## src/include/mul_consts.svh

```systemverilog
`ifndef MUL_CONSTS_SVH
`define MUL_CONSTS_SVH

// Integer register width of the RV32 datapath
`define MUL_XLEN 32

// Physical register file depth
`define MUL_PREGS 64

// Index width into the physical register file
`define MUL_PREG_W 6

// Reorder-buffer tag width
`define MUL_TAG_W 5

`endif
```

## src/design/mul_types_pkg.sv

```systemverilog
`default_nettype none

`include "mul_consts.svh"

package mul_types_pkg;

    // M-extension multiply variants handled by this unit
    // Encoding follows funct3[1:0] of MUL/MULH/MULHSU/MULHU
    typedef enum logic [1:0] {
        op_mul    = 2'b00,
        op_mulh   = 2'b01,
        op_mulhsu = 2'b10,
        op_mulhu  = 2'b11
    } mul_op_t;

    // Bookkeeping that follows an instruction through the unit
    typedef struct packed {
        logic [`MUL_TAG_W-1:0]  rob_tag;
        // Destination physical register
        logic [`MUL_PREG_W-1:0] pd;
        // Source physical registers
        logic [`MUL_PREG_W-1:0] ps1;
        logic [`MUL_PREG_W-1:0] ps2;
        mul_op_t                mul_type;
    } inst_info_t;

    // Issue from the reservation station
    // start_calculate is a single-cycle strobe
    typedef struct packed {
        logic       start_calculate;
        inst_info_t inst_info;
    } fu_input_t;

    // Source operand values from the register file
    typedef struct packed {
        logic [`MUL_XLEN-1:0] rs1_v;
        logic [`MUL_XLEN-1:0] rs2_v;
    } physical_reg_response_t;

    // Writeback record, valid for one cycle, never stalled
    typedef struct packed {
        logic                 ready_for_writeback;
        inst_info_t           inst_info;
        logic [`MUL_XLEN-1:0] register_value;
    } fu_output_t;

endpackage : mul_types_pkg

`default_nettype wire

```

## src/design/mul_core_if.sv

```systemverilog
`timescale 1ns/1ps
`default_nettype none

`include "mul_consts.svh"

interface mul_core_if;
    import mul_types_pkg::*;

    // Held high with operands stable until done
    logic                   start;
    mul_op_t                mul_type;
    logic [`MUL_XLEN-1:0]   a;
    logic [`MUL_XLEN-1:0]   b;
    // Full 64-bit product, valid only while done is high
    logic [2*`MUL_XLEN-1:0] p;
    // One-cycle completion pulse
    logic                   done;

    // Functional-unit side
    modport wrapper (
        output start, mul_type, a, b,
        input  p, done
    );

    // Multiplier side
    modport core (
        input  start, mul_type, a, b,
        output p, done
    );

endinterface : mul_core_if

`default_nettype wire

```

## src/design/fu_wrapper_mult.sv

```systemverilog
`timescale 1ns/1ps
`default_nettype none

`include "mul_consts.svh"

module fu_wrapper_mult (
    input  logic                                   clk,
    input  logic                                   rst,
    // Issue from the reservation station
    input  mul_types_pkg::fu_input_t               to_be_multiplied,
    // Operand values read in the issue cycle
    input  mul_types_pkg::physical_reg_response_t  fu_reg_data,
    // Unit can take a new multiply
    output logic                                   fu_ready,
    // Result record toward the common data bus
    output mul_types_pkg::fu_output_t              mul_output,
    mul_core_if.wrapper                            core
);
    import mul_types_pkg::*;

    logic                  issue;
    logic                  avail;
    logic                  start_q;
    logic [`MUL_XLEN-1:0]  a_q;
    logic [`MUL_XLEN-1:0]  b_q;
    inst_info_t            info_q;

    assign issue = to_be_multiplied.start_calculate;

    // Operand and tag capture, payload only
    always_ff @(posedge clk) begin
        if (issue) begin
            a_q    <= fu_reg_data.rs1_v;
            b_q    <= fu_reg_data.rs2_v;
            info_q <= to_be_multiplied.inst_info;
        end
    end

    // Start rises the edge after issue and falls the edge after done
    always_ff @(posedge clk) begin
        if (rst)
            start_q <= 1'b0;
        else if (issue)
            start_q <= 1'b1;
        else if (core.done)
            start_q <= 1'b0;
    end

    // Busy from issue until the result cycle
    always_ff @(posedge clk) begin
        if (rst)
            avail <= 1'b1;
        else if (issue)
            avail <= 1'b0;
        else if (core.done)
            avail <= 1'b1;
    end

    // Drop ready in the issue cycle itself
    assign fu_ready = avail & ~issue;

    assign core.start    = start_q;
    assign core.mul_type = info_q.mul_type;
    assign core.a        = a_q;
    assign core.b        = b_q;

    // MUL returns the low word, the MULH family the high word
    always_comb begin
        if (core.done) begin
            mul_output.ready_for_writeback = 1'b1;
            mul_output.inst_info           = info_q;
            if (info_q.mul_type == op_mul)
                mul_output.register_value = core.p[`MUL_XLEN-1:0];
            else
                mul_output.register_value = core.p[2*`MUL_XLEN-1:`MUL_XLEN];
        end else begin
            mul_output = '0;
        end
    end

    // Reservation station only issues on ready
    a_issue_when_avail: assert property (@(posedge clk) disable iff (rst)
        issue |-> avail);

endmodule : fu_wrapper_mult

`default_nettype wire

```

## src/flat_wrapper.sv

```systemverilog
// flat-port wrapper written by rule: the top's interface ports become plain ports
module fu_wrapper_mult_flat import mul_types_pkg::*;
  (clk, rst, to_be_multiplied, fu_reg_data, fu_ready, mul_output, core_start, core_mul_type, core_a, core_b, core_p, core_done);
  mul_core_if core_i ();
  input  logic clk;
  input  logic rst;
  input  mul_types_pkg::fu_input_t to_be_multiplied;
  input  mul_types_pkg::physical_reg_response_t fu_reg_data;
  output logic fu_ready;
  output mul_types_pkg::fu_output_t mul_output;
  output wire logic [$bits(core_i.start)-1:0] core_start;
  output wire logic [$bits(core_i.mul_type)-1:0] core_mul_type;
  output wire logic [$bits(core_i.a)-1:0] core_a;
  output wire logic [$bits(core_i.b)-1:0] core_b;
  input wire logic [$bits(core_i.p)-1:0] core_p;
  input wire logic [$bits(core_i.done)-1:0] core_done;
  assign core_start = core_i.start;
  assign core_mul_type = core_i.mul_type;
  assign core_a = core_i.a;
  assign core_b = core_i.b;
  assign core_i.p = core_p;
  assign core_i.done = core_done;
  fu_wrapper_mult u_core (.clk(clk), .rst(rst), .to_be_multiplied(to_be_multiplied), .fu_reg_data(fu_reg_data), .fu_ready(fu_ready), .mul_output(mul_output), .core(core_i));
endmodule
```

## config.mk

```make
export PLATFORM = sky130hd
export DESIGN_NAME = fu_wrapper_mult_flat
export DESIGN_NICKNAME = d
export VERILOG_FILES = /design/src/design/mul_types_pkg.sv /design/src/design/mul_core_if.sv /design/src/design/fu_wrapper_mult.sv /design/src/flat_wrapper.sv
export VERILOG_INCLUDE_DIRS = /design/src /design/src/include
export SDC_FILE = /design/constraint.sdc
export NUM_CORES = 1
export LEC_CHECK = 0
export BUFFER_PORTS_ARGS = -buffer_cell sky130_fd_sc_hd__buf_4
export CORE_AREA = 4 4 107 109
export CTS_CLUSTER_DIAMETER = 40
export CTS_CLUSTER_SIZE = 20
export DETAILED_ROUTE_END_ITERATION = 10
export DIE_AREA = 0 0 111 113
export PLACE_DENSITY = 0.77
export SLEW_MARGIN = 25
export SYNTH_ARGS = -nofsm -noshare
export SYNTH_HDL_FRONTEND = slang
export SYNTH_SLANG_ARGS = --single-unit
```

## constraint.sdc

```tcl
create_clock -name clk -period 1.7 [get_ports clk]
set_input_delay 0.34 -clock clk [delete_from_list [all_inputs] [get_ports clk]]
set_output_delay 0.34 -clock clk [all_outputs]
set_load 0.02 [all_outputs]
```

# [Yosys cells after proc, flatten, opt, wreduce, memory -nomap -nowiden]
# Cells that the tools add are included.
[op_classes] bitwise=2 n_reduce_logical=2 n_mux=6
[ops] operator="two-way mux 58 bit" n=1
[ops] operator="two-way mux 32 bit" n=1
[ops] operator="two-way mux 1 bit" n=4
[ops] operator="zero test 2 bit" n=1
[ops] operator="nonzero test 2 bit" n=1
[ops] operator="AND 1 bit" n=1
[ops] operator="NOT 1 bit" n=1
[totals] elab_cells=19 inputBits=157 register_bits=91

# [Logic depth before layout (Yosys ltp)]
[logic_depth] ltp_word=3 mapped_depth=4

# [Worst setup path after synthesis]
# OpenSTA, ideal clock, no wires.
[synth_timing] path_type="flip-flop to output port" from="register u_core.info_q (netlist bit u_core.core.mul_type[1])" to="output mul_output[0] (netlist name)" t_arrival_ns=1.289 path_stages_with_launch=4 path_slack_ns=0.071 n_path_buf=1 path_cell_list="edfxtp_1 buf_6 or2_4 o21ai_0"
[synth_rtl] element="from (decl)" line_no="fu_wrapper_mult.sv:26" source="inst_info_t info_q;"
[synth_rtl] element="from (signal assigned)" line_no="fu_wrapper_mult.sv:35" source="info_q <= to_be_multiplied.inst_info;"
[synth_rtl] element="to (decl)" line_no="flat_wrapper.sv:10" source="output mul_types_pkg::fu_output_t mul_output;"

==> PnR_summary.wiki <==
{| class="wikitable"
! Metric !! Value
|-
| Most common library cell in the layout ignoring fill and taps || buf_4
|-
| Wire length of the first global-routing pass || 17900 um
|-
| Largest net degree at the start of global routing || 68
|-
| Vias in the first global route || roughly 3300
|-
| Die Outline Area || roughly 0.013 mm^2
|-
| Area of all sequential standard cells || 0.00271 mm^2
|-
| Most used cell, CP || buf_4
|-
| Portion of total power attributed to the clock network || between 20% and 30%
|-
| Failing checks || setup timing
|-
| RSZ-0062 raised after global routing || yes
|-
| Mean area per synthesized cell || 14.7 um^2
|-
| Number of placed instances with taps included || around 650
|-
| Final period utilization || 114%
|-
| Multi-input logic area || around 840 um^2
|-
| Cell area power density || 858 mW/mm^2
|-
| Total of max-cap violations || 0
|-
| Unique masters post-synth || 20
|-
| Actual slew at the worst max-slew pin || 322 ps
|-
| LEAKAGE || 2.78 nW
|-
| Clock buffer depth || 2
|-
| Required time of the worst setup path || 1360 ps
|-
| Proportion of synthesized chip area in sequential cells || ~76%
|-
| Type of destination of the critical path || output port
|-
| Worst IR Drop VDD || 752 uV
|-
| Highest net fanout along the worst path || 8
|-
| Hold Path Class || in -> reg
|-
| Relative contribution of sequential cells to total power || 49.5%
|-
| Met3 Resource Use GR || 8.93%
|-
| Hold violation total from the final report || 0
|-
| Layout area overhead || 77.7%
|-
| CTS buffer count || 9
|-
| Nets@finish || between 600 and 700
|-
| Total wire length || 12500 um
|-
| Htree depth || 3
|-
| Switch share || a little over a quarter
|-
| Finished Cell Area || between 0.006 and 0.007 mm^2
|-
| Fmax achieved || about 510 MHz
|-
| Detailed placement HPWL || between 9000 and 10000 um
|-
| CTS tree || done
|-
| Number of pins with negative max-slew slack in the final report || 0
|-
| Clock sink count || 91
|-
| Total via count in the routed design || approximately 3200
|-
| Switching Power || between 1 and 1.5 mW
|-
| Met1 GRT Util || around 18%
|-
| Ordered list of cells on the worst path || buf_4, or2_4, o21ai_1, buf_4
|-
| Initial cell density of the core || between 30% and 40%
|-
| Vertical die dimension || ~110 um
|-
| Final instance count without filler cells || 676
|-
| Synthesized netlist cell count || 243
|-
| Setup violation total in the final timing report || 34
|-
| Internal power of the cells || about 4.0 mW
|-
| Hold buffer count at CTS || 0
|-
| Count of TritonRoute iterations in the first routing pass || 5
|-
| Worst setup slack after layout || -243 ps
|-
| Number of fillers in the final layout || ~850
|-
| RR Startpoint || u_core.core.start
|-
| Most used cells in the layout excluding fill and tap cells || 262 x buf_4, 89 x edfxtp_1, 32 x nand2_1, 32 x o211ai_1, 30 x buf_6
|-
| Worst setup slack after placement || around 130 ps
|-
| Global-route congestion overflow total || 0
|-
| Per-cell routed wire length || between 15 and 20 um
|-
| Area after DPL || 0.00582 mm^2
|-
| Setup crit start || u_core.core.mul_type[1]
|-
| Inserted Diodes || 0
|-
| Critical path startpoint category || flop
|-
| Initial detailed-routing violation count || around 180
|-
| Global routing usage summed across all routing layers || a little under a fifth
|-
| Ys Warns || 0
|-
| Placer's final routability congestion estimate || between 0.9 and 1
|-
| Slowest stage delay, CP || a little under 400 ps
|-
| Root buffer cell || clkbuf_8
|-
| Total DRC errors in the routed layout || 0
|-
| Clock latency reported for the late side of the worst-skew pair || ~360 ps
|-
| Worst hold path startpoint || rst
|-
| Syn Std Cell Area || approximately 0.0036 mm^2
|-
| Yosys reg bits || 91
|-
| Share of final-layout standard cells stronger than drive strength 1 || a little under two thirds
|-
| Number of top-level pins || 283
|-
| Layout Skew || 0 ps
|-
| Total negative slack for setup checks || -5690 ps
|-
| Number of antenna violations at the first check in global routing || 0
|-
| Die width || about 110 um
|-
| GRT met2 Usage || between 30 and 40%
|-
| Max_slew headroom || between 70 and 80%
|-
| Most crowded layer after global routing || met2
|-
| Detail-routed via count per cell || about 4.7
|-
| End-of-flow core utilization || around three fifths
|-
| Arrival @ worst endpoint || between 1500 and 2000 ps
|-
| Minimum clock period after layout || roughly 1900 ps
|-
| Proportion of power drawn by combinational gates || between 20% and 30%
|-
| Post-Syn Nets || 400
|-
| Clock transition at path regs || roughly 80 ps
|-
| Path type of the worst setup path || reg -> out
|-
| Slowest library cell on the worst path || edfxtp_1
|-
| Outcome || complete, but fails checks
|-
| Antenna viol nets, final || 0
|-
| Site Rows || 38
|-
| Core Area || 0.0106 mm^2
|-
| Port Buf Inserts || 282
|}
==> Yosys cell counts (all sizes together) <==
library cell / number / area [um^2]
edfxtp: 89 / 2670
nand2: 32 / 120
o211ai: 32 / 240
o21ai: 32 / 168
and2: 25 / 156
buf: 16 / 110
clkbuf: 8 / 30.0
dfxtp: 2 / 40.0
a21oi: 1 / 5.00
inv: 1 / 3.75
nand2b: 1 / 6.26
nor2: 1 / 3.75
nor2b: 1 / 6.26
o21bai: 1 / 7.51
or2: 1 / 8.76
==> power groups by stage <==
stage               clock, mW  sequential, mW  combinational, mW
global route             1.55            2.72               1.45
finish                   1.38            2.70               1.37
CTS                      1.43            2.70               1.32
detailed placement          0            2.75               1.23
global placement            0            2.75               1.21
floorplan                   0            2.91              0.342
==> metal layers <==
metal	vias up	part of all wire (%)
met5	-	0
met4	0	3.6
met3	40	12
met2	219	53
met1	1462	31
li1	1483	-
==> worst paths after layout <==
| kind | cells past startpoint | slack (ps) | end |
|---|---|---|---|
| worst min-delay path | 2 | 140 | u_core.core.start |
| worst max register to register | 2 | 1120 | u_core.core.start |
| worst max-delay path | 4 | -240 | mul_output[1] |
| worst min register to register | 2 | 480 | u_core.core.start |
==> layout make-up <==
| cell class | instances | area share (%) |
|---|---|---|
| inverter | 1 | 0.0590 |
| clock inverter | 5 | 0.827 |
| clock buffer | 11 | 2.07 |
| timing repair buffer | 298 | 38.3 |
| multi-input combinational | 130 | 13.3 |
| sequential | 91 | 42.7 |
| tap | 140 | 2.76 |
==> worst max-delay path: cells and delay by family, from the launching register on <==
family	cells	cell delay, ps
buffers and inverters	2	340
AND/OR/NAND/NOR	1	330
AO/OA/AOI/OAI	1	190
flip-flops	1	390
==> cell families after synthesis <==
group | share of synthesized area (%)
buf+inv | 4.02
simple gates | 8.43
compound gates | 11.7
flops | 75.8
==> stage by stage <==
stage | total power [mW] | hold WS (ps)
after global routing | 5.71 | 100
after floorplan | 3.26 | 409
after detailed placement | 3.98 | 467
final | 5.45 | 138
after global placement | 3.95 | 457
after CTS | 5.45 | 109
==> registers in the layout, summed over array words and instances (netlist names) <==
name,flops
u_core.core.a,32
u_core.core.b,32
u_core.info_q,23
u_core.core.mul_type,2
u_core.avail,1
u_core.core.start,1
==> what timing repair did <==
item	4_1_cts	5_1_grt
pin swaps	8	27
gates cloned	4	1
gates resized for setup	33	35
buffers inserted	3	3
setup endpoints to repair	34	34
Power figures use the tool's default switching activity.
