### src/include/mul_consts.svh
`ifndef MUL_CONSTS_SVH
`define MUL_CONSTS_SVH

// Integer register width of the RV32 datapath
`define MUL_XLEN 32

// Physical register file depth
`define MUL_PREGS 64

// Index width into the physical register file
`define MUL_PREG_W 6

// Reorder-buffer tag width
`define MUL_TAG_W 5

`endif
### src/design/mul_types_pkg.sv
`default_nettype none

`include "mul_consts.svh"

package mul_types_pkg;

    // M-extension multiply variants handled by this unit
    // Encoding follows funct3[1:0] of MUL/MULH/MULHSU/MULHU
    typedef enum logic [1:0] {
        op_mul    = 2'b00,
        op_mulh   = 2'b01,
        op_mulhsu = 2'b10,
        op_mulhu  = 2'b11
    } mul_op_t;

    // Bookkeeping that follows an instruction through the unit
    typedef struct packed {
        logic [`MUL_TAG_W-1:0]  rob_tag;
        // Destination physical register
        logic [`MUL_PREG_W-1:0] pd;
        // Source physical registers
        logic [`MUL_PREG_W-1:0] ps1;
        logic [`MUL_PREG_W-1:0] ps2;
        mul_op_t                mul_type;
    } inst_info_t;

    // Issue from the reservation station
    // start_calculate is a single-cycle strobe
    typedef struct packed {
        logic       start_calculate;
        inst_info_t inst_info;
    } fu_input_t;

    // Source operand values from the register file
    typedef struct packed {
        logic [`MUL_XLEN-1:0] rs1_v;
        logic [`MUL_XLEN-1:0] rs2_v;
    } physical_reg_response_t;

    // Writeback record, valid for one cycle, never stalled
    typedef struct packed {
        logic                 ready_for_writeback;
        inst_info_t           inst_info;
        logic [`MUL_XLEN-1:0] register_value;
    } fu_output_t;

endpackage : mul_types_pkg

`default_nettype wire

### src/design/mul_core_if.sv
`timescale 1ns/1ps
`default_nettype none

`include "mul_consts.svh"

interface mul_core_if;
    import mul_types_pkg::*;

    // Held high with operands stable until done
    logic                   start;
    mul_op_t                mul_type;
    logic [`MUL_XLEN-1:0]   a;
    logic [`MUL_XLEN-1:0]   b;
    // Full 64-bit product, valid only while done is high
    logic [2*`MUL_XLEN-1:0] p;
    // One-cycle completion pulse
    logic                   done;

    // Functional-unit side
    modport wrapper (
        output start, mul_type, a, b,
        input  p, done
    );

    // Multiplier side
    modport core (
        input  start, mul_type, a, b,
        output p, done
    );

endinterface : mul_core_if

`default_nettype wire

### src/design/shift_add_multiplier.sv
`timescale 1ns/1ps
`default_nettype none

`include "mul_consts.svh"

module shift_add_multiplier (
    input  logic        clk,
    input  logic        rst,
    mul_core_if.core    core
);
    import mul_types_pkg::*;

    localparam int XLEN  = `MUL_XLEN;
    localparam int CNT_W = $clog2(XLEN);

    typedef enum logic [1:0] {
        st_idle,
        st_busy,
        st_done
    } state_t;

    state_t              state;
    logic [CNT_W-1:0]    count;
    logic [2*XLEN-1:0]   acc;
    logic [2*XLEN-1:0]   mcand;
    logic [XLEN-1:0]     mplier;
    logic                negate;
    logic                a_signed;
    logic                b_signed;
    logic                a_neg;
    logic                b_neg;
    logic [XLEN-1:0]     a_mag;
    logic [XLEN-1:0]     b_mag;

    // MULH treats both operands as signed, MULHSU only rs1
    // Low word of MUL is the same either way, so it runs unsigned
    always_comb begin
        a_signed = (core.mul_type == op_mulh) || (core.mul_type == op_mulhsu);
        b_signed = (core.mul_type == op_mulh);
        a_neg    = a_signed & core.a[XLEN-1];
        b_neg    = b_signed & core.b[XLEN-1];
        // Most negative value maps to 2**31, still fits unsigned
        a_mag    = a_neg ? -core.a : core.a;
        b_mag    = b_neg ? -core.b : core.b;
    end

    // Control FSM
    // One load cycle, XLEN iterations, one done cycle
    always_ff @(posedge clk) begin
        if (rst) begin
            state <= st_idle;
            count <= '0;
        end else begin
            case (state)
                st_idle: begin
                    if (core.start) begin
                        state <= st_busy;
                        count <= '0;
                    end
                end
                st_busy: begin
                    count <= count + 1'b1;
                    if (count == CNT_W'(XLEN - 1))
                        state <= st_done;
                end
                st_done: state <= st_idle;
                default: state <= st_idle;
            endcase
        end
    end

    // Datapath, one partial product per busy cycle
    always_ff @(posedge clk) begin
        if (state == st_idle && core.start) begin
            acc    <= '0;
            mcand  <= {{XLEN{1'b0}}, a_mag};
            mplier <= b_mag;
            negate <= a_neg ^ b_neg;
        end else if (state == st_busy) begin
            if (mplier[0])
                acc <= acc + mcand;
            mcand  <= mcand << 1;
            mplier <= mplier >> 1;
        end
    end

    assign core.done = (state == st_done);
    // Sign restored on the magnitude product
    assign core.p    = negate ? -acc : acc;

    // Wrapper must still be holding start when we finish
    a_done_needs_start: assert property (@(posedge clk) disable iff (rst)
        core.done |-> core.start);

    // Operands latched by the wrapper must not move mid-computation
    a_operands_stable: assert property (@(posedge clk) disable iff (rst)
        (state != st_idle) |-> ($stable(core.a) && $stable(core.b) &&
                                $stable(core.mul_type)));

endmodule : shift_add_multiplier

`default_nettype wire

### src/flat_wrapper.sv
// flat-port wrapper written by rule: the top's interface ports become plain ports
module shift_add_multiplier_flat import mul_types_pkg::*;
  (clk, rst, core_start, core_mul_type, core_a, core_b, core_p, core_done);
  mul_core_if core_i ();
  input  logic clk;
  input  logic rst;
  input wire logic [$bits(core_i.start)-1:0] core_start;
  input wire logic [$bits(core_i.mul_type)-1:0] core_mul_type;
  input wire logic [$bits(core_i.a)-1:0] core_a;
  input wire logic [$bits(core_i.b)-1:0] core_b;
  output wire logic [$bits(core_i.p)-1:0] core_p;
  output wire logic [$bits(core_i.done)-1:0] core_done;
  assign core_i.start = core_start;
  assign core_i.mul_type = core_mul_type;
  assign core_i.a = core_a;
  assign core_i.b = core_b;
  assign core_p = core_i.p;
  assign core_done = core_i.done;
  shift_add_multiplier u_core (.clk(clk), .rst(rst), .core(core_i));
endmodule
### config.mk
export PLATFORM = sky130hd
export DESIGN_NAME = shift_add_multiplier_flat
export DESIGN_NICKNAME = d
export VERILOG_FILES = /design/src/design/mul_types_pkg.sv /design/src/design/mul_core_if.sv /design/src/design/shift_add_multiplier.sv /design/src/flat_wrapper.sv
export VERILOG_INCLUDE_DIRS = /design/src /design/src/include
export SDC_FILE = /design/constraint.sdc
export NUM_CORES = 1
export LEC_CHECK = 0
export ABC_AREA = 1
export CELL_PAD_IN_SITES_DETAIL_PLACEMENT = 1
export CELL_PAD_IN_SITES_GLOBAL_PLACEMENT = 1
export CORE_UTILIZATION = 46
export CTS_BUF_LIST = sky130_fd_sc_hd__clkbuf_4
export DETAILED_ROUTE_END_ITERATION = 16
export DONT_BUFFER_PORTS = 1
export PLACE_DENSITY_LB_ADDON = 0.1
export SKIP_LAST_GASP = 1
export SYNTH_ARGS = -nofsm -noshare
export SYNTH_HDL_FRONTEND = slang
export SYNTH_SLANG_ARGS = --single-unit
### constraint.sdc
create_clock -name clk -period 3.6 [get_ports clk]
set_clock_uncertainty 0.15 [all_clocks]
set_input_delay 0.18 -clock clk [delete_from_list [all_inputs] [get_ports clk]]
set_output_delay 0.18 -clock clk [all_outputs]
set_load 0.01 [all_outputs]
### After elaboration in Yosys (flattened, before gate mapping)

Cells that the tools add are included.

| word-level totals | value |
|---|---|
| register bits after elaboration | 168 |
| input port bits | 69 |
| word-level logic and storage cells | 42 |

| operators by class | value |
|---|---|
| add/subtract/negate cells | 5 |
| eq/ne operators | 7 |
| mux-type cells | 12 |
| bitwise operators | 3 |
| reductions and logical operators | 8 |

Operator list:

| kind | count |
|---|---|
| $mux W32 | 6 |
| $add A64 B64 Y64 | 1 |
| $mux W64 | 1 |
| $neg A32 Y32 | 2 |
| $neg A64 Y64 | 1 |
| $pmux W5 S2 | 1 |
| $reduce_and A2 Y1 | 3 |
| $add A5 B1 Y5 const B | 1 |
| $eq A5 B5 Y1 const B | 1 |
| $mux W5 | 1 |
| $eq A2 B1 Y1 const B | 2 |
| $eq A2 B2 Y1 const B | 2 |
| $mux W2 | 2 |
| $pmux W2 S2 | 1 |
| $reduce_bool A2 Y1 | 2 |
| $and A1 B1 Y1 | 2 |
| $logic_not A2 Y1 | 1 |
| $ne A2 B1 Y1 const B | 1 |
| $ne A2 B2 Y1 const B | 1 |
| $logic_and A1 B1 Y1 | 1 |
| $logic_or A1 B1 Y1 | 1 |
| $xor A1 B1 Y1 | 1 |

### Depth between registers and ports, before layout

| depth | value |
|---|---|
| depth in word-level cells | 5 |
| mapped depth | 17 |
| depth with buffers taken out | 17 |

### Worst setup path after synthesis

Ideal clock, no wire load.

| timing path | value |
|---|---|
| path type | register -> register |
| start | reg u_core.state[1] |
| end | reg u_core.mcand[0] (enable) |
| library setup time | 0.419 ns |
| data arrival time | 2.041 ns |
| required time | 3.031 ns |
| slack | 0.990 ns |
| stages on the path, launching flop included | 6 |
| buffers on the path | 0 |
| period minus slack after synthesis | 2.610 ns |
| cell sequence | dfxtp_1 -> nor2_1 -> nand2_1 -> inv_2 -> nor2_1 -> inv_1 |

| between the ends | value |
|---|---|
| word-level cells in the longest chain between the ends | 3 |
| elaborated cells between the ends (all ways) | 4 |

RTL lines:

| item | line | text |
|---|---|---|
| start: declaration | shift_add_multiplier.sv:22 | `state_t state;` |
| start signal: assignment | shift_add_multiplier.sv:51 | `state <= st_idle;` |
| start signal: assignment | shift_add_multiplier.sv:57 | `state <= st_busy;` |
| start signal: assignment | shift_add_multiplier.sv:64 | `state <= st_done;` |
| $logic_not A2 Y1 | shift_add_multiplier.sv:74 | `if (state == st_idle && core.start) begin` |
| $logic_and A1 B1 Y1 | shift_add_multiplier.sv:74 |  |
| $reduce_bool A2 Y1 (no line) * | - |  |
| end signal: assignment | shift_add_multiplier.sv:76 | `mcand <= {{XLEN{1'b0}}, a_mag};` |
| end signal: assignment | shift_add_multiplier.sv:82 | `mcand <= mcand << 1;` |
| end: declaration | shift_add_multiplier.sv:25 | `logic [2*XLEN-1:0] mcand;` |

Every way passes the cells marked *; elsewhere a longest branch is shown, timed or not.
A chain may end at the register's enable or synchronous reset.

### Final worst setup path

| timing path | value |
|---|---|
| start | reg u_core.acc[49] |
| end | out core_p[58] |

| between the ends | value |
|---|---|
| word-level cells in the longest chain between the ends | 2 |

RTL lines:

| item | line | text |
|---|---|---|
| start: declaration | shift_add_multiplier.sv:24 | `logic [2*XLEN-1:0] acc;` |
| start signal: assignment | shift_add_multiplier.sv:81 | `acc <= acc + mcand;` |
| $neg A64 Y64 | shift_add_multiplier.sv:89 | `assign core.p = negate ? -acc : acc;` |
| $mux W64 | shift_add_multiplier.sv:89 |  |
| end: declaration | flat_wrapper.sv:11 | `output wire logic [$bits(core_i.p)-1:0] core_p;` |

Every way passes these cells.

==> results.md <==
Detailed routing:
- The count of nets left with antenna violations once routing finished came out at 0.
- The detailed-route DRC error count is 0.
- The post-detailed-routing wire length is between 70 and 80 mm.
- The first detailed-routing pass ran for 6 iterations.
- The length of routed met2 wiring is 31.3 mm.
- After detailed routing, the wire length on met1 is 31.3 mm.
- The routed via count is between 15k and 20k.
- The routed wirelength normalized by instance count is 21.7 µm.
- The uppermost metal layer occupied by signal nets is met4.
- In the routed layout, each cell is associated on average with a via count of 5.67.
- Wire segments on met3 add up to 6.21 mm in the final route.
- In this run, the number of DRC markers left after iteration 0 of detailed routing was 1633.

Die:
- The core area is between 30000 and 40000 µm².
- The die covers 35500 µm².
- The die extent in y is 188 µm.
- The number of rows in the core area is 67.
- The starting utilization of the core area is 47.1%.
- During I/O placement, the number of pins put on the boundary was 134.
- The floorplan step set the die width to 188 µm.

Finish:
- After filler insertion, the fill cell instance count of the layout stands at 4736.
- The share of cells above drive strength 1 is 3.84%.
- The multi-input combinational cells in the finished layout cover a total of 9760 µm².
- The area growth from synthesis to final layout is 13.1%.
- The post-route cell area is 18100 µm².
- Registers take 4010 µm².
- The number of nets in the final layout is 2962.

Yosys:
- The warning count from the yosys run is 0.
- Synthesis produced a netlist with a net count of 2855.
- After synthesis, flip-flops and latches occupy 25.1% of the total area.
- After synthesis, the largest area contributor takes up 20.3% of total cell area.
- The cell area that synthesis handed to floorplanning was 16000 µm².
- Among all flip-flop cells after synthesis, the most frequent one is dfxtp_1.
- Of all flip-flops after synthesis, the portion carrying an async set or reset was 0%.
- The commonest cells after synthesis are nand2_1 (864), inv_1 (522), nor2_1 (328), o21ai_0 (153), nand3_1 (139).
- In this run, synthesis produced a sequential element count of 168.
- By area the synthesized netlist is led by nand2_1 (20%), dfxtp_1 (13%), inv_1 (12%), edfxtp_1 (12%), nor2_1 (7.7%).
- The number of instances in the synthesized netlist is roughly 2.7k.
- The number of different library cells in the post-synthesis netlist is 48.
- The synthesized design spends more area on one cell type than any other, namely nand2_1.
- The most common cell in the synthesized netlist is nand2_1.
- The number of flops mapped to enable cells by yosys is 65.
- A synthesized cell averages around 5.9 µm².

Place:
- The worst setup slack before clock tree synthesis is roughly 0.76 ns.
- The placed wire-length estimate after detailed placement is 51.0 mm.
- Routability-driven placement finished with a final weighted congestion of 0.955.
- After detailed placement, the total cell area comes to about 16000 µm².
- Input and output buffers added on the ports amount to 0.

Setup path:
- The arrival time at the worst endpoint is 3.14 ns.
- The worst-path maximum fanout is 5.
- The signal on the critical path passes through nor2_1, nand2_1, nor3_1, and2_1, nand2_1, nor2_1, nand2_1, nand2_1, nand2_1, nand2_1, o21ai_0.
- The required arrival time at the worst endpoint is 3.27 ns.
- The startpoint kind of the worst setup timing path is a flop.
- STA classifies the critical path endpoint as a primary output.
- Among all stages on the critical path, the largest delay is contributed by dfxtp_1.
- For this run, the slowest stage of the critical path takes 0.50 ns.
- The critical path start-end classification is flop to primary output.
- In this design, the critical path's most frequently occurring cell is nand2_1.

STA:
- In the finished design, the share of the clock period the worst path needs comes to 96.3%.
- The minimum period implied by the final worst setup slack is 3.47 ns.
- Static timing analysis puts the maximum clock frequency at roughly 290 MHz.
- The final setup violation count is 0.
- The transition time at the pin with the least slew margin is 1.00 ns.
- The worst-case headroom to the max-slew limit is about 33%.
- The final hold violation count was 0.
- The worst path setup slack after routing is 0.135 ns.
- The worst hold slack is between 0.1 and 0.15 ns.
- Setup repair after global routing left no endpoint under its margin.
- The accumulated negative setup slack is 0 ns.
- The count of final max-slew check failures was 0.

Clocking:
- The CTS buffer count is 17.
- The TritonCTS clock tree is done.
- Clock tree synthesis selected as its root buffer the cell clkbuf_4.
- The number of buffers on the longest clock path is 2.
- The H-tree was split into 4 levels.
- Post-CTS timing repair inserted 0 buffers for setup.
- Clock-pin slew was measured on the worst setup and hold paths at 0.19 ns.
- The clock latency on the worst-skew pair is between 0.6 and 0.7 ns.
- The clock net in this run drives a total of roughly 170 sinks.

Job:
- The count of max-cap constraint violations is 0.

Global routing:
- The pin count of the biggest net entering global routing is between 90 and 100.
- The first-pass GRT wire length is ~110 mm.
- The number of antenna violations at the first check in global routing is 4.
- The global route total overflow is 0.
- The overall fraction of global-route tracks in use is 40.0%.
- The number of global-route vias before repair was 18.9k.

Power and ir drop:
- The post-route total power is a little under 0.008 W.
- The leakage power figure is between 9 and 10 nW.
- IR analysis of the VDD net gives a maximum drop of 0.206 mV.
- The cell area power density is 441 nW/µm².

Worst hold path:
- The type of the worst min-delay path is primary input to flop.

Run status:
- The flow ran to the end, and the final reports show no timing, DRC or antenna violations.
[final timing paths]
check	start	end	slack [ns]	cells past startpoint
setup / recovery	u_core.acc[49]	core_p[58]	0.13	11
hold / removal	core_a[13]	u_core.mcand[16]	0.10	6
setup reg to reg	u_core.mcand[0]	u_core.acc[60]	0.62	16
hold reg to reg	u_core.count[4]	u_core.count[4]	0.36	2
[cells by family (layout without fill, tap and decap cells)]
group,count (synthesis),after routing,share of synthesized area [%]
AOI/OAI and AO/OA,304,304,10.6
buffers and inverters,587,707,13.9
adders and majority gates,70,70,5.53
and+or+nand+nor,1462,1462,37.9
xor gates and xnor gates,125,125,6.86
other,0,2,0
DFF,168,168,25.1
[what timing repair did]
action / 4_1_cts / 5_1_grt
hold endpoints to repair: 73 / 0
gates resized for setup: 0 / 3
hold buffers: 125 / 0
setup endpoints to repair: 0 / 2
[routing by layer]
layer	global-route usage, %	up-vias
met2	63.8	867
li1	-	8626
met5	0	-
met4	15.0	0
met3	8.42	179
met1	53.0	8970
[through the flow]
stage / util, % / instances
2_1_floorplan: - / 2716
6_report: 53.3 / 3286
3_5_place_dp: 48.6 / 3127
4_1_cts: 53.2 / 3284
5_1_grt: 53.3 / 3285
3_3_place_gp: 48.6 / 3127
[final cells by class]
type / instances / share of cell area (%)
multi-input cells: 1961 / 54.1
flip-flops and latches: 168 / 22.2
inverters: 529 / 11.0
repair buffers: 146 / 7.87
well taps: 448 / 3.10
clock inverters: 15 / 1.01
clock buffers: 17 / 0.707
diodes: 2 / 0.0277
[report_power, final]
group | internal [W] | total (W) | switching (W)
logic | 0.00119 | 0.00391 | 0.00272
clock network | 0.000442 | 0.00137 | 0.000929
registers | 0.00228 | 0.00267 | 0.000387
total | 0.00392 | 0.00795 | 0.00404
[critical path, delay by kind of cell (launching register included)]
family	cells	cell delay [ns]
DFF	1	0.50
and+or+nand+nor	10	1.68
AOI/OAI and AO/OA	1	0.26
[state kept, by name, summed over array words and instances, names as in the netlist]
name	cells
u_core.acc	64
u_core.count	5
u_core.negate	1
u_core.state	2
u_core.mplier	32
u_core.mcand	64
[layout by cell type (no fill, tap or decap), types with 5 or more instances in the layout]
master | Yosys | routed
nand3_1 | 139 | 139
o21ai_1 | 11 | 11
nand4_1 | 38 | 38
nand2_1 | 864 | 863
xor2_1 | 102 | 101
nand3b_1 | 5 | 5
ha_1 | 69 | 68
dfxtp_1 | 103 | 103
o21bai_1 | 22 | 22
o211ai_1 | 15 | 15
edfxtp_1 | 65 | 65
clkbuf_4 | 0 | 17
nand3_2 | 6 | 6
a31oi_1 | 13 | 13
inv_6 | 0 | 5
xnor2_1 | 23 | 23
nor3_2 | 9 | 9
dlygate4sd3_1 | 0 | 125
a21oi_1 | 72 | 72
nor2_1 | 328 | 328
o31ai_1 | 6 | 6
nor3_1 | 35 | 35
inv_2 | 7 | 8
inv_1 | 522 | 521
buf_4 | 1 | 20
nor2_2 | 7 | 7
or2_2 | 6 | 6
o21ai_0 | 153 | 153
Power figures use the tool's default switching activity.
